File: src/design/cpu_isa_pkg.sv
`default_nettype none

package cpu_isa_pkg;

    localparam int word_size = 16;

    typedef logic [1:0] reg_idx_t;

    typedef enum logic [3:0] {
        op_bne   = 4'd0,
        op_beq   = 4'd1,
        op_adi   = 4'd4,
        op_lhi   = 4'd6,
        op_lwd   = 4'd7,
        op_swd   = 4'd8,
        op_jmp   = 4'd9,
        op_rtype = 4'd15
    } opcode_t;

    // r-type function field
    localparam logic [5:0] fn_add = 6'd0;
    localparam logic [5:0] fn_sub = 6'd1;
    localparam logic [5:0] fn_and = 6'd2;
    localparam logic [5:0] fn_orr = 6'd3;
    localparam logic [5:0] fn_wwd = 6'd28;
    localparam logic [5:0] fn_hlt = 6'd29;

    typedef struct packed {
        opcode_t    opcode;
        reg_idx_t   rs;
        reg_idx_t   rt;
        reg_idx_t   rd;
        logic [5:0] func;
    } r_format_t;

    typedef struct packed {
        opcode_t           opcode;
        reg_idx_t          rs;
        reg_idx_t          rt;
        logic signed [7:0] imm;
    } i_format_t;

    // jmp takes bits 11:0 of the raw word
    typedef union packed {
        r_format_t r;
        i_format_t i;
    } instr_t;

endpackage

`default_nettype wire

File: src/design/cpu_pipe_pkg.sv
`default_nettype none

package cpu_pipe_pkg;

    typedef enum logic [2:0] {
        alu_add,
        alu_sub,
        alu_and,
        alu_or,
        alu_pass_b   // lhi
    } alu_op_t;

    typedef enum logic {
        pc_seq,
        pc_target
    } pc_src_t;

    localparam logic [cpu_isa_pkg::word_size-1:0] reset_pc = '0;

endpackage

`default_nettype wire

File: src/design/cpu_pipeline.sv
`timescale 1ns/1ps
`default_nettype none

module cpu_pipeline import cpu_isa_pkg::*, cpu_pipe_pkg::*; (
    input  logic                 clk,
    input  logic                 reset,
    output logic                 inst_read,
    output logic [word_size-1:0] inst_addr,
    input  logic [word_size-1:0] inst_data,
    output logic                 data_read,
    output logic                 data_write,
    output logic [word_size-1:0] data_addr,
    output logic [word_size-1:0] data_wdata,
    input  logic [word_size-1:0] data_rdata,
    output logic [word_size-1:0] output_port,
    output logic                 output_valid,
    output logic [word_size-1:0] num_inst,
    output logic                 halted
);

    // fetch/decode
    logic                 fd_valid;
    logic [word_size-1:0] fd_pc;
    logic [word_size-1:0] fd_instr;

    // back-channels
    logic                 stall;
    logic                 halt_seen;
    logic                 redirect;
    logic [word_size-1:0] redirect_pc;
    logic                 ex_dest_valid;
    reg_idx_t             ex_dest;
    logic                 mem_dest_valid;
    reg_idx_t             mem_dest;
    logic                 reg_write;
    reg_idx_t             reg_waddr;
    logic [word_size-1:0] reg_wdata;

    // decode/execute
    logic                 de_valid;
    logic [word_size-1:0] de_pc;
    logic [word_size-1:0] de_a;
    logic [word_size-1:0] de_b;
    logic [word_size-1:0] de_imm;
    alu_op_t              de_alu_op;
    logic                 de_use_imm;
    logic                 de_is_branch;
    logic                 de_branch_eq;
    logic                 de_is_jump;
    logic [11:0]          de_jump_target;
    logic                 de_mem_read;
    logic                 de_mem_write;
    logic                 de_reg_write;
    reg_idx_t             de_dest;
    logic                 de_is_wwd;
    logic                 de_is_halt;

    // execute/memory
    logic                 em_valid;
    logic [word_size-1:0] em_result;
    logic [word_size-1:0] em_store_data;
    logic                 em_mem_read;
    logic                 em_mem_write;
    logic                 em_reg_write;
    reg_idx_t             em_dest;
    logic                 em_is_wwd;
    logic [word_size-1:0] em_is_wwd_value;
    logic                 em_is_halt;

    // memory/writeback
    logic                 mw_valid;
    logic [word_size-1:0] mw_result;
    logic                 mw_reg_write;
    reg_idx_t             mw_dest;
    logic                 mw_is_wwd;
    logic [word_size-1:0] mw_wwd_value;
    logic                 mw_is_halt;

    fetch_stage fetch_i (
        .clk, .reset, .stall, .redirect, .redirect_pc, .halt_seen,
        .inst_read, .inst_addr, .inst_data,
        .fd_valid, .fd_pc, .fd_instr
    );

    decode_stage decode_i (
        .clk, .reset, .fd_valid, .fd_pc, .fd_instr,
        .flush(redirect),   // taken branch or jump in execute
        .ex_dest_valid, .ex_dest, .mem_dest_valid, .mem_dest,
        .reg_write, .reg_waddr, .reg_wdata,
        .stall, .halt_seen,
        .de_valid, .de_pc, .de_a, .de_b, .de_imm, .de_alu_op, .de_use_imm,
        .de_is_branch, .de_branch_eq, .de_is_jump, .de_jump_target,
        .de_mem_read, .de_mem_write, .de_reg_write, .de_dest,
        .de_is_wwd, .de_is_halt
    );

    execute_stage execute_i (
        .clk, .reset,
        .de_valid, .de_pc, .de_a, .de_b, .de_imm, .de_alu_op, .de_use_imm,
        .de_is_branch, .de_branch_eq, .de_is_jump, .de_jump_target,
        .de_mem_read, .de_mem_write, .de_reg_write, .de_dest,
        .de_is_wwd, .de_is_halt,
        .redirect, .redirect_pc, .ex_dest_valid, .ex_dest,
        .em_valid, .em_result, .em_store_data, .em_mem_read, .em_mem_write,
        .em_reg_write, .em_dest, .em_is_wwd, .em_is_wwd_value, .em_is_halt
    );

    memory_stage memory_i (
        .clk, .reset,
        .em_valid, .em_result, .em_store_data, .em_mem_read, .em_mem_write,
        .em_reg_write, .em_dest, .em_is_wwd, .em_is_wwd_value, .em_is_halt,
        .data_read, .data_write, .data_addr, .data_wdata, .data_rdata,
        .mem_dest_valid, .mem_dest,
        .mw_valid, .mw_result, .mw_reg_write, .mw_dest,
        .mw_is_wwd, .mw_wwd_value, .mw_is_halt
    );

    writeback_stage writeback_i (
        .clk, .reset,
        .mw_valid, .mw_result, .mw_reg_write, .mw_dest,
        .mw_is_wwd, .mw_wwd_value, .mw_is_halt,
        .reg_write, .reg_waddr, .reg_wdata,
        .output_port, .output_valid, .num_inst, .halted
    );

endmodule

`default_nettype wire

File: src/design/decode_stage.sv
`timescale 1ns/1ps
`default_nettype none

module decode_stage import cpu_isa_pkg::*, cpu_pipe_pkg::*; (
    input  logic                 clk,
    input  logic                 reset,
    input  logic                 fd_valid,
    input  logic [word_size-1:0] fd_pc,
    input  logic [word_size-1:0] fd_instr,
    input  logic                 flush,
    input  logic                 ex_dest_valid,
    input  reg_idx_t             ex_dest,
    input  logic                 mem_dest_valid,
    input  reg_idx_t             mem_dest,
    input  logic                 reg_write,
    input  reg_idx_t             reg_waddr,
    input  logic [word_size-1:0] reg_wdata,
    output logic                 stall,
    output logic                 halt_seen,
    output logic                 de_valid,
    output logic [word_size-1:0] de_pc,
    output logic [word_size-1:0] de_a,
    output logic [word_size-1:0] de_b,
    output logic [word_size-1:0] de_imm,
    output alu_op_t              de_alu_op,
    output logic                 de_use_imm,
    output logic                 de_is_branch,
    output logic                 de_branch_eq,
    output logic                 de_is_jump,
    output logic [11:0]          de_jump_target,
    output logic                 de_mem_read,
    output logic                 de_mem_write,
    output logic                 de_reg_write,
    output reg_idx_t             de_dest,
    output logic                 de_is_wwd,
    output logic                 de_is_halt
);

    instr_t               ins;
    logic [word_size-1:0] regs [4];
    logic [word_size-1:0] rs_val;
    logic [word_size-1:0] rt_val;
    logic [word_size-1:0] imm_ext;
    logic                 uses_rs;
    logic                 uses_rt;
    logic                 rs_busy;
    logic                 rt_busy;
    logic                 halt_q;
    alu_op_t              dec_alu_op;
    logic                 dec_use_imm;
    logic                 dec_is_branch;
    logic                 dec_branch_eq;
    logic                 dec_is_jump;
    logic                 dec_mem_read;
    logic                 dec_mem_write;
    logic                 dec_reg_write;
    reg_idx_t             dec_dest;
    logic                 dec_is_wwd;
    logic                 dec_is_halt;

    assign ins = fd_instr;

    always_ff @(posedge clk) begin
        if (reg_write)
            regs[reg_waddr] <= reg_wdata;
    end

    // same-cycle writeback is seen by the read
    assign rs_val = (reg_write && reg_waddr == ins.r.rs) ? reg_wdata : regs[ins.r.rs];
    assign rt_val = (reg_write && reg_waddr == ins.r.rt) ? reg_wdata : regs[ins.r.rt];

    assign imm_ext = (ins.i.opcode == op_lhi) ? {ins.i.imm, 8'h00}
                                              : {{8{ins.i.imm[7]}}, ins.i.imm};

    always_comb begin
        dec_alu_op    = alu_add;
        dec_use_imm   = 1'b0;
        dec_is_branch = 1'b0;
        dec_branch_eq = 1'b0;
        dec_is_jump   = 1'b0;
        dec_mem_read  = 1'b0;
        dec_mem_write = 1'b0;
        dec_reg_write = 1'b0;
        dec_dest      = ins.i.rt;
        dec_is_wwd    = 1'b0;
        dec_is_halt   = 1'b0;
        uses_rs       = 1'b0;
        uses_rt       = 1'b0;
        case (ins.r.opcode)
            op_rtype: begin
                dec_dest = ins.r.rd;
                uses_rs  = 1'b1;
                case (ins.r.func)
                    fn_add, fn_sub, fn_and, fn_orr: begin
                        dec_reg_write = 1'b1;
                        uses_rt       = 1'b1;
                    end
                    fn_wwd: dec_is_wwd = 1'b1;
                    fn_hlt: begin
                        dec_is_halt = 1'b1;
                        uses_rs     = 1'b0;
                    end
                    default: uses_rs = 1'b0;
                endcase
                case (ins.r.func)
                    fn_sub:  dec_alu_op = alu_sub;
                    fn_and:  dec_alu_op = alu_and;
                    fn_orr:  dec_alu_op = alu_or;
                    default: dec_alu_op = alu_add;
                endcase
            end
            op_adi: begin
                dec_reg_write = 1'b1;
                dec_use_imm   = 1'b1;
                uses_rs       = 1'b1;
            end
            op_lhi: begin
                dec_reg_write = 1'b1;
                dec_use_imm   = 1'b1;
                dec_alu_op    = alu_pass_b;
            end
            op_lwd: begin
                dec_reg_write = 1'b1;
                dec_use_imm   = 1'b1;
                dec_mem_read  = 1'b1;
                uses_rs       = 1'b1;
            end
            op_swd: begin
                dec_use_imm   = 1'b1;
                dec_mem_write = 1'b1;
                uses_rs       = 1'b1;
                uses_rt       = 1'b1;   // store data
            end
            op_bne, op_beq: begin
                dec_is_branch = 1'b1;
                dec_branch_eq = (ins.r.opcode == op_beq);
                uses_rs       = 1'b1;
                uses_rt       = 1'b1;
            end
            op_jmp: dec_is_jump = 1'b1;
            default: ;
        endcase
    end

    // interlock against writers still in execute or memory
    assign rs_busy = (ex_dest_valid && ex_dest == ins.r.rs) ||
                     (mem_dest_valid && mem_dest == ins.r.rs);
    assign rt_busy = (ex_dest_valid && ex_dest == ins.r.rt) ||
                     (mem_dest_valid && mem_dest == ins.r.rt);
    assign stall   = fd_valid && ((uses_rs && rs_busy) || (uses_rt && rt_busy));

    assign halt_seen = halt_q || (fd_valid && dec_is_halt);

    always_ff @(posedge clk) begin
        if (reset) begin
            de_valid <= 1'b0;
            halt_q   <= 1'b0;
        end else begin
            de_valid <= fd_valid && !stall && !flush;   // bubble on stall
            if (fd_valid && dec_is_halt && !flush)
                halt_q <= 1'b1;
        end
    end

    always_ff @(posedge clk) begin
        de_pc          <= fd_pc;
        de_a           <= rs_val;
        de_b           <= rt_val;
        de_imm         <= imm_ext;
        de_alu_op      <= dec_alu_op;
        de_use_imm     <= dec_use_imm;
        de_is_branch   <= dec_is_branch;
        de_branch_eq   <= dec_branch_eq;
        de_is_jump     <= dec_is_jump;
        de_jump_target <= fd_instr[11:0];
        de_mem_read    <= dec_mem_read;
        de_mem_write   <= dec_mem_write;
        de_reg_write   <= dec_reg_write;
        de_dest        <= dec_dest;
        de_is_wwd      <= dec_is_wwd;
        de_is_halt     <= dec_is_halt;
    end

endmodule

`default_nettype wire

File: src/design/execute_stage.sv
`timescale 1ns/1ps
`default_nettype none

module execute_stage import cpu_isa_pkg::*, cpu_pipe_pkg::*; (
    input  logic                 clk,
    input  logic                 reset,
    input  logic                 de_valid,
    input  logic [word_size-1:0] de_pc,
    input  logic [word_size-1:0] de_a,
    input  logic [word_size-1:0] de_b,
    input  logic [word_size-1:0] de_imm,
    input  alu_op_t              de_alu_op,
    input  logic                 de_use_imm,
    input  logic                 de_is_branch,
    input  logic                 de_branch_eq,
    input  logic                 de_is_jump,
    input  logic [11:0]          de_jump_target,
    input  logic                 de_mem_read,
    input  logic                 de_mem_write,
    input  logic                 de_reg_write,
    input  reg_idx_t             de_dest,
    input  logic                 de_is_wwd,
    input  logic                 de_is_halt,
    output logic                 redirect,
    output logic [word_size-1:0] redirect_pc,
    output logic                 ex_dest_valid,
    output reg_idx_t             ex_dest,
    output logic                 em_valid,
    output logic [word_size-1:0] em_result,
    output logic [word_size-1:0] em_store_data,
    output logic                 em_mem_read,
    output logic                 em_mem_write,
    output logic                 em_reg_write,
    output reg_idx_t             em_dest,
    output logic                 em_is_wwd,
    output logic [word_size-1:0] em_is_wwd_value,
    output logic                 em_is_halt
);

    logic [word_size-1:0] alu_b;
    logic [word_size-1:0] alu_y;
    logic                 taken;

    assign alu_b = de_use_imm ? de_imm : de_b;

    always_comb begin
        case (de_alu_op)
            alu_add:    alu_y = de_a + alu_b;
            alu_sub:    alu_y = de_a - alu_b;
            alu_and:    alu_y = de_a & alu_b;
            alu_or:     alu_y = de_a | alu_b;
            alu_pass_b: alu_y = alu_b;
            default:    alu_y = '0;
        endcase
    end

    assign taken       = de_is_branch && ((de_a == de_b) == de_branch_eq);
    assign redirect    = de_valid && (taken || de_is_jump);
    assign redirect_pc = de_is_jump ? {de_pc[word_size-1:12], de_jump_target}
                                    : de_pc + 1'b1 + de_imm;

    assign ex_dest_valid = de_valid && de_reg_write;
    assign ex_dest       = de_dest;

    always_ff @(posedge clk) begin
        if (reset)
            em_valid <= 1'b0;
        else
            em_valid <= de_valid;
    end

    always_ff @(posedge clk) begin
        em_result       <= alu_y;   // also the load/store address
        em_store_data   <= de_b;
        em_mem_read     <= de_mem_read;
        em_mem_write    <= de_mem_write;
        em_reg_write    <= de_reg_write;
        em_dest         <= de_dest;
        em_is_wwd       <= de_is_wwd;
        em_is_wwd_value <= de_a;
        em_is_halt      <= de_is_halt;
    end

endmodule

`default_nettype wire

File: src/design/fetch_stage.sv
`timescale 1ns/1ps
`default_nettype none

module fetch_stage import cpu_isa_pkg::*, cpu_pipe_pkg::*; (
    input  logic                 clk,
    input  logic                 reset,
    input  logic                 stall,
    input  logic                 redirect,
    input  logic [word_size-1:0] redirect_pc,
    input  logic                 halt_seen,
    output logic                 inst_read,
    output logic [word_size-1:0] inst_addr,
    input  logic [word_size-1:0] inst_data,
    output logic                 fd_valid,
    output logic [word_size-1:0] fd_pc,
    output logic [word_size-1:0] fd_instr
);

    logic [word_size-1:0] pc;
    logic                 active;   // set once reset is released
    logic                 advance;
    pc_src_t              pc_src;

    assign pc_src    = redirect ? pc_target : pc_seq;
    assign inst_read = active && !halt_seen;
    assign inst_addr = pc;
    assign advance   = inst_read && !stall && (pc_src == pc_seq);

    always_ff @(posedge clk) begin
        if (reset) begin
            pc       <= reset_pc;
            active   <= 1'b0;
            fd_valid <= 1'b0;
        end else begin
            active <= 1'b1;
            if (pc_src == pc_target) begin
                pc       <= redirect_pc;
                fd_valid <= 1'b0;   // wrong-path fetch dropped
            end else if (advance) begin
                pc       <= pc + 1'b1;
                fd_valid <= 1'b1;
            end else if (!stall) begin
                fd_valid <= 1'b0;
            end
        end
    end

    always_ff @(posedge clk) begin
        if (advance) begin
            fd_pc    <= pc;
            fd_instr <= inst_data;
        end
    end

endmodule

`default_nettype wire

File: src/design/memory_stage.sv
`timescale 1ns/1ps
`default_nettype none

module memory_stage import cpu_isa_pkg::*; (
    input  logic                 clk,
    input  logic                 reset,
    input  logic                 em_valid,
    input  logic [word_size-1:0] em_result,
    input  logic [word_size-1:0] em_store_data,
    input  logic                 em_mem_read,
    input  logic                 em_mem_write,
    input  logic                 em_reg_write,
    input  reg_idx_t             em_dest,
    input  logic                 em_is_wwd,
    input  logic [word_size-1:0] em_is_wwd_value,
    input  logic                 em_is_halt,
    output logic                 data_read,
    output logic                 data_write,
    output logic [word_size-1:0] data_addr,
    output logic [word_size-1:0] data_wdata,
    input  logic [word_size-1:0] data_rdata,
    output logic                 mem_dest_valid,
    output reg_idx_t             mem_dest,
    output logic                 mw_valid,
    output logic [word_size-1:0] mw_result,
    output logic                 mw_reg_write,
    output reg_idx_t             mw_dest,
    output logic                 mw_is_wwd,
    output logic [word_size-1:0] mw_wwd_value,
    output logic                 mw_is_halt
);

    assign data_read  = em_valid && em_mem_read;
    assign data_write = em_valid && em_mem_write;
    assign data_addr  = (data_read || data_write) ? em_result : '0;
    assign data_wdata = data_write ? em_store_data : '0;

    assign mem_dest_valid = em_valid && em_reg_write;
    assign mem_dest       = em_dest;

    always_ff @(posedge clk) begin
        if (reset)
            mw_valid <= 1'b0;
        else
            mw_valid <= em_valid;
    end

    always_ff @(posedge clk) begin
        mw_result    <= em_mem_read ? data_rdata : em_result;
        mw_reg_write <= em_reg_write;
        mw_dest      <= em_dest;
        mw_is_wwd    <= em_is_wwd;
        mw_wwd_value <= em_is_wwd_value;
        mw_is_halt   <= em_is_halt;
    end

endmodule

`default_nettype wire

File: src/design/writeback_stage.sv
`timescale 1ns/1ps
`default_nettype none

module writeback_stage import cpu_isa_pkg::*; (
    input  logic                 clk,
    input  logic                 reset,
    input  logic                 mw_valid,
    input  logic [word_size-1:0] mw_result,
    input  logic                 mw_reg_write,
    input  reg_idx_t             mw_dest,
    input  logic                 mw_is_wwd,
    input  logic [word_size-1:0] mw_wwd_value,
    input  logic                 mw_is_halt,
    output logic                 reg_write,
    output reg_idx_t             reg_waddr,
    output logic [word_size-1:0] reg_wdata,
    output logic [word_size-1:0] output_port,
    output logic                 output_valid,
    output logic [word_size-1:0] num_inst,
    output logic                 halted
);

    assign reg_write = mw_valid && mw_reg_write;
    assign reg_waddr = mw_dest;
    assign reg_wdata = mw_result;

    assign output_valid = mw_valid && mw_is_wwd;   // one-cycle strobe
    assign output_port  = mw_wwd_value;

    always_ff @(posedge clk) begin
        if (reset) begin
            num_inst <= '0;
            halted   <= 1'b0;
        end else if (mw_valid) begin
            num_inst <= num_inst + 1'b1;
            if (mw_is_halt)
                halted <= 1'b1;   // sticky until reset
        end
    end

endmodule

`default_nettype wire

File: config.mk
export PLATFORM = sky130hd
export DESIGN_NAME = cpu_pipeline
export DESIGN_NICKNAME = d
export VERILOG_FILES = /design/src/design/cpu_isa_pkg.sv /design/src/design/cpu_pipe_pkg.sv /design/src/design/cpu_pipeline.sv /design/src/design/decode_stage.sv /design/src/design/execute_stage.sv /design/src/design/fetch_stage.sv /design/src/design/memory_stage.sv /design/src/design/writeback_stage.sv
export SDC_FILE = /design/constraint.sdc
export NUM_CORES = 1
export LEC_CHECK = 0
export ABC_AREA = 1
export BUFFER_PORTS_ARGS = -buffer_cell sky130_fd_sc_hd__buf_2
export CAP_MARGIN = 20
export CORE_MARGIN = 2
export CORE_UTILIZATION = 55
export DETAILED_ROUTE_END_ITERATION = 7
export PLACE_DENSITY = 0.74
export SLEW_MARGIN = 25
export SYNTH_ARGS = -nofsm -noshare
export SYNTH_HDL_FRONTEND = slang
export SYNTH_SLANG_ARGS = --single-unit
File: constraint.sdc
create_clock -name clk -period 8.86 [get_ports clk]
set_input_delay 0 -clock clk [delete_from_list [all_inputs] [get_ports clk]]
set_output_delay 0 -clock clk [all_outputs]
set_load 0.02 [all_outputs]
## Yosys cells after proc, flatten, opt, wreduce, memory -nomap -nowiden

Memories as Yosys holds them, arrays and structs flattened. A register that Yosys moved wholly into a read port is not among the register bits.
Index checks and enable logic that the tools add are counted.
Widths: inputs -> output; s select.

- Register bits after elaboration: 221
- Bits in writable memories: 64
- Input port bits: 34
- Memories kept: 1

- $add $sub $neg: 6
- Eq/ne operators: 23
- Mux-type cells: 31
- Bitwise logic cells: 3
- Reductions and logical operators: 44

Memory list:

| name | words | width | read ports | clocked after memory_dff | wr ports | RTL line | RTL |
|---|---|---|---|---|---|---|---|
| decode_i.regs | 4 | 16 | 2 | 2 | 1 | decode_stage.sv:40 | `logic [word_size-1:0] regs [4];` |

Operator list:

| kind | number |
|---|---|
| $mux 16 | 7 |
| $pmux 16 s5 | 1 |
| $add 16x1->16 const B | 3 |
| $add 16x16->16 | 2 |
| $logic_and 1x1->1 | 22 |
| $and 16x16->16 | 1 |
| $eq 16x16->1 | 1 |
| $mux 1 | 16 |
| $or 16x16->16 | 1 |
| $sub 16x16->16 | 1 |
| $mux 15 | 1 |
| $eq 4x3->1 const B | 3 |
| $eq 4x4->1 const B | 3 |
| $eq 6x2->1 const B | 2 |
| $eq 6x5->1 const B | 2 |
| $reduce_or 5->1 | 2 |
| $eq 2x2->1 | 4 |
| $reduce_or 4->1 | 2 |
| $eq 3x2->1 const B | 2 |
| $eq 6x1->1 const B | 1 |
| $logic_not 6->1 | 1 |
| $logic_or 1x1->1 | 6 |
| $pmux 1 s2 | 3 |
| $pmux 2 s3 | 1 |
| other kinds (15) | 19 |

## Longest topological paths before layout

- Depth in word-level cells: 12
- Mapped depth: 25

## By module

From an unflattened synthesis, not the netlist that was laid out.

- Cell total of the unflattened synthesis: 1636
- Area total of the unflattened synthesis: 13307.8 um2

Modules (own cells, without submodules):

| module | times used | cells each | area an instance (um2) | seq. area each (um2) |
|---|---|---|---|---|
| decode_stage | 1 | 424 | 4485.6 | 3103.0 |
| execute_stage | 1 | 685 | 4369.2 | 1121.1 |
| fetch_stage | 1 | 213 | 2095.8 | 1321.3 |
| memory_stage | 1 | 152 | 1265.0 | 760.7 |
| writeback_stage | 1 | 162 | 1092.3 | 340.3 |

## Least setup slack after synthesis

Ideal clock, no wire load.

- Kind: reg-to-reg
- Start: register, netlist name decode_i.de_jump_target[8]
- End: register execute_i.em_result[15]
- Arrival: 3.393 ns
- Slack: 5.404 ns
- Cell stages (with the launch flop): 26
- Clock period less this slack: 3.456 ns
- Cells stage by stage: dfxtp_1 -> buf_4 -> inv_2 -> buf_4 -> nand2_1 -> nand3_1 -> nand2_1 -> nand2_1 -> o21ai_0 -> ha_1 -> inv_1 -> nor3_1 -> nand2_1 -> nor2_1 -> nand2_1 -> nand2_1 -> o21ai_0 -> a22oi_1 -> ha_1 -> a21oi_1 -> o21bai_1 -> a221oi_1 -> a21boi_0 -> nand3b_1 -> nand3_1 -> nand3_1

RTL lines:

| item | RTL line | RTL |
|---|---|---|
| to (signal assigned) | execute_stage.sv:73 | `em_result <= alu_y;` |
| to (decl) | execute_stage.sv:29 | `output logic [word_size-1:0] em_result,` |

==> impl_metrics.ini <==
[floorplanning]
io_pins = 119
start_util_pct = 55.8
die-area_um2 = 25000
die_y_um = 158
rows = 56
core_um2 = 23400
die_w_um = 158

[synthesis]
synth_seq_area_share_pct = 50.9
yosys-top-cells-count = 509 x nand2_1, 190 x inv_1, 188 x dfxtp_1, 134 x nor2_1, 125 x nand3_1
synth_simple_gate_area_share_pct = 25.8
synth_area_um2 = 13100
avgSynthCellArea_um2 = 7.97
synth_nets = 1713
yosysTopAreaCellShare_pct = 28.8
syn_inst = 1640
async_flop_share_pct = 0
synthFlopType = dfxtp_1
synth_xor_area_share_pct = 3.08
post-synth-top-count-cell = nand2_1
synth_mux_area_share_pct = 0.153
ys_ff_latch = 284
synth-compound-area-share_pct = 8.58
synth_top_family_by_area = simple AND/OR/NAND/NOR gates
synth_top_cell_by_area = dfxtp_1
synth_edf_count = 96
yosys.area_share.adder_pct = 3.85
synth_warnings = 0
synth_area_leaders = dfxtp_1 29%, edfxtp_1 22%, nand2_1 15%
synth.distinct_cells = 48

[pwr]
total_leakage_power_uw = 0.00723
netSwitchingFraction_pct = 27.4
internal-power_uw = 2320
peakVddDrop_mv = 0.190
powerDensity_nw_per_um2 = 210
p_seq_share_pct = 48.7
p_comb_share_pct = 14.0
clkPwrFrac_pct = 37.3
p_switching_uw = 873

[placed_design]
place_inst = 2038
dp_hpwl_um = 24200
place.port_buffers = 118
place_congestion = 0.948

[timing]
worstMarginPinSlew_ns = 1.06
tns_ns = 0
setup_violations = 0
fmax_mhz = 208
fin_worst_skew_ns = 0.0161
fin_crit_sh_pct = 54.3
maxSlewHeadroom_pct = 29.4
period_minus_slack_ns = 4.81
hold_violations = 0
final_max_slew_viol_count = 0
grt_setup_unrepaired = no

[setup_path]
critPathBufInv = 3
reg2reg_depth = 24
start_kind = flip-flop
max_stage_delay_ns = 0.36
path_cells = buf_4 > inv_2 > nand2_1 > nand3_1 > nand2_1 > nand2_1 > o21ai_0 > ha_1 > inv_1 > nor3_1 > nand2_1 > nor2_1 > nand2_1 > nand2_1 > o21ai_0 > a22oi_1 > ha_1 > a21oi_1 > o21bai_1 > a221oi_1 > a21boi_0 > nand3b_1 > nand3_1 > nand3_1
cp.required_ns = 9.36
cp.arrival_ns = 5.31
cp_slowest_cell = inv_2
rrSetupSlack_ns = 4.05
path_class = reg -> reg
crit_top_cell = nand2_1
crit_family = simple AND/OR/NAND/NOR gates
timing.rr.start = decode_i.de_jump_target[8]
reg2reg_to = execute_i.em_result[15]
critPathCaptureType = flip-flop
worst-path-max-fanout = 35

[clocking]
root_buffer = clkbuf_16
numCtsBuffers = 28
cts_resized = 0
insertion_delay_ns = 0.56
cts_setup_buffers = 0
htree_num_levels = 1
cts_tree = yes
clkTransAtPathRegs_ns = 0.07
clock_path_buffers = 3
clkSinkCount = 284

[grt]
grt_util_met2_pct = 46.3
grt_antenna_before_repair = 0
met1_usage_pct = 36.4
busiest_layer = met2
grtUsageMet3_pct = 4.24
grt.total_usage_pct = 27.7
grt_pass1_vias = 10400
grt_overflow_total = 0
grt_first_pass_wirelength_um = 53700
grt_start_max_net_pins = 47

[cells_and_area]
syn_to_final_growth_pct = 16.2
fin_nets = 1856
instances_no_fill = 2124
antenna_cells = 0
layout-drive-gt1-share_pct = 10.9

[route]
vias = 11200
drtIter0Drc = 892
wirelength_um = 34900
drc = 0
wl_per_cell_um = 16.4
routed_via_density = 5.29
first_pass_iters = 5
antenna_left = 0

[worst_hold_path]
hp-class = in -> reg
min_path_cells = 2
hp-start = inst_data[9]
hold_path_end = fetch_i.fd_instr[9]

[job]
maxCapViolCount = 0

[outcome]
status = finished, final reports clean
==> worst register-to-register path, stage by stage, from the launching register on <==
cell      delay [ns]
dfxtp_1         0.31
buf_4           0.35
inv_2           0.37
nand2_1         0.18
nand3_1         0.08
nand2_1         0.13
nand2_1         0.05
o21ai_0         0.20
ha_1            0.23
inv_1           0.05
nor3_1          0.28
nand2_1         0.13
nor2_1          0.24
nand2_1         0.15
nand2_1         0.12
o21ai_0         0.10
a22oi_1         0.16
ha_1            0.29
a21oi_1         0.24
o21bai_1        0.12
a221oi_1        0.25
a21boi_0        0.35
nand3b_1        0.16
nand3_1         0.08
nand3_1         0.11
==> through the flow <==
step / total power [uW] / area [um2] / hold slack (ns) / setup WS (ns) / util [%]
2_1_floorplan: 1860 / 13100 / 0.0989 / 5.40 / -
5_1_grt: 3320 / 15200 / 0.144 / 3.53 / 64.9
3_5_place_dp: 2000 / 13900 / 0.179 / 4.23 / 59.4
3_3_place_gp: 2000 / 13900 / 0.177 / 4.29 / 59.4
4_1_cts: 3200 / 15200 / 0.123 / 4.20 / 64.8
6_report: 3190 / 15200 / 0.141 / 4.05 / 64.9
==> cell families (layout without fill, tap and decap cells) <==
group	after synthesis	in the layout
compound gates	202	202
xor+xnor	46	46
fa+ha+maj	39	39
buf+inv	243	408
flops	284	284
mux	2	2
simple gates	824	824
==> final cells by class <==
class                           count  area (um2)
Fill cell                        1991        8220
Sequential cell                   284        6650
Multi-Input combinational cell   1113        5480
Timing Repair Buffer              161        1000
Clock buffer                       38         788
Inverter                          195         732
Tap cell                          319         399
Clock inverter                     14         143
==> worst max path at each step <==
stage / slack, ns / cells after the start / from / endpoint
finish: 4.05 / 24 / decode_i.de_jump_target[8] / execute_i.em_result[15]
global route: 3.53 / 19 / decode_i.de_jump_target[9] / execute_i.em_result[12]
floorplan: 5.40 / 25 / decode_i.de_jump_target[8] / execute_i.em_result[15]
CTS: 4.20 / 24 / decode_i.de_jump_target[8] / execute_i.em_result[15]
detailed placement: 4.23 / 24 / decode_i.de_jump_target[8] / execute_i.em_result[15]
global placement: 4.29 / 19 / decode_i.de_jump_target[9] / execute_i.em_result[12]
==> registers in the layout (all words and copies together) (netlist names), 3 cells and up <==
register and count:
fetch_i.fd_pc 16, decode_i.de_pc 16, memory_i.mw_result 16, execute_i.em_result 16
decode_i.de_imm 15, memory_i.mw_wwd_value 16, fetch_i.fd_instr 16, decode_i.de_jump_target 12
decode_i.regs 64, writeback_i.num_inst 16, fetch_i.inst_addr 16, execute_i.em_is_wwd_value 16
execute_i.em_store_data 16, decode_i.de_alu_op 3
==> cell usage in the layout (no fill, tap or decap), drive strengths merged, types with 4 or more instances in the layout <==
cell         instances
a21oi               63
a22oi                5
buf                128
clkbuf              38
clkinv              11
dfxtp              188
dlygate4sd3         33
edfxtp              96
ha                  37
inv                195
nand2              511
nand3              126
nand4                4
nor2               134
nor3                28
o211ai               5
o21ai              102
o221ai               6
or2                 12
xnor2                6
xor2                40
==> layer usage <==
metal	share of wire, %	vias to the layer above
li1	-	5581
met1	43	5186
met2	47	403
met3	6.5	71
met4	3.4	0
met5	0	-
==> power by group through the flow <==
stage / clock network [uW] / logic [uW] / registers [uW]
5_1_grt: 1250 / 503 / 1560
3_5_place_dp: 0 / 425 / 1580
6_report: 1190 / 447 / 1550
3_3_place_gp: 0 / 420 / 1580
4_1_cts: 1200 / 442 / 1550
2_1_floorplan: 0 / 305 / 1550
==> repair_timing <==
action                     4_1_cts  5_1_grt
hold endpoints to repair        52        0
hold buffers                    33        0
setup endpoints to repair        0        0
No activity file was read; power rests on OpenSTA's default activity.
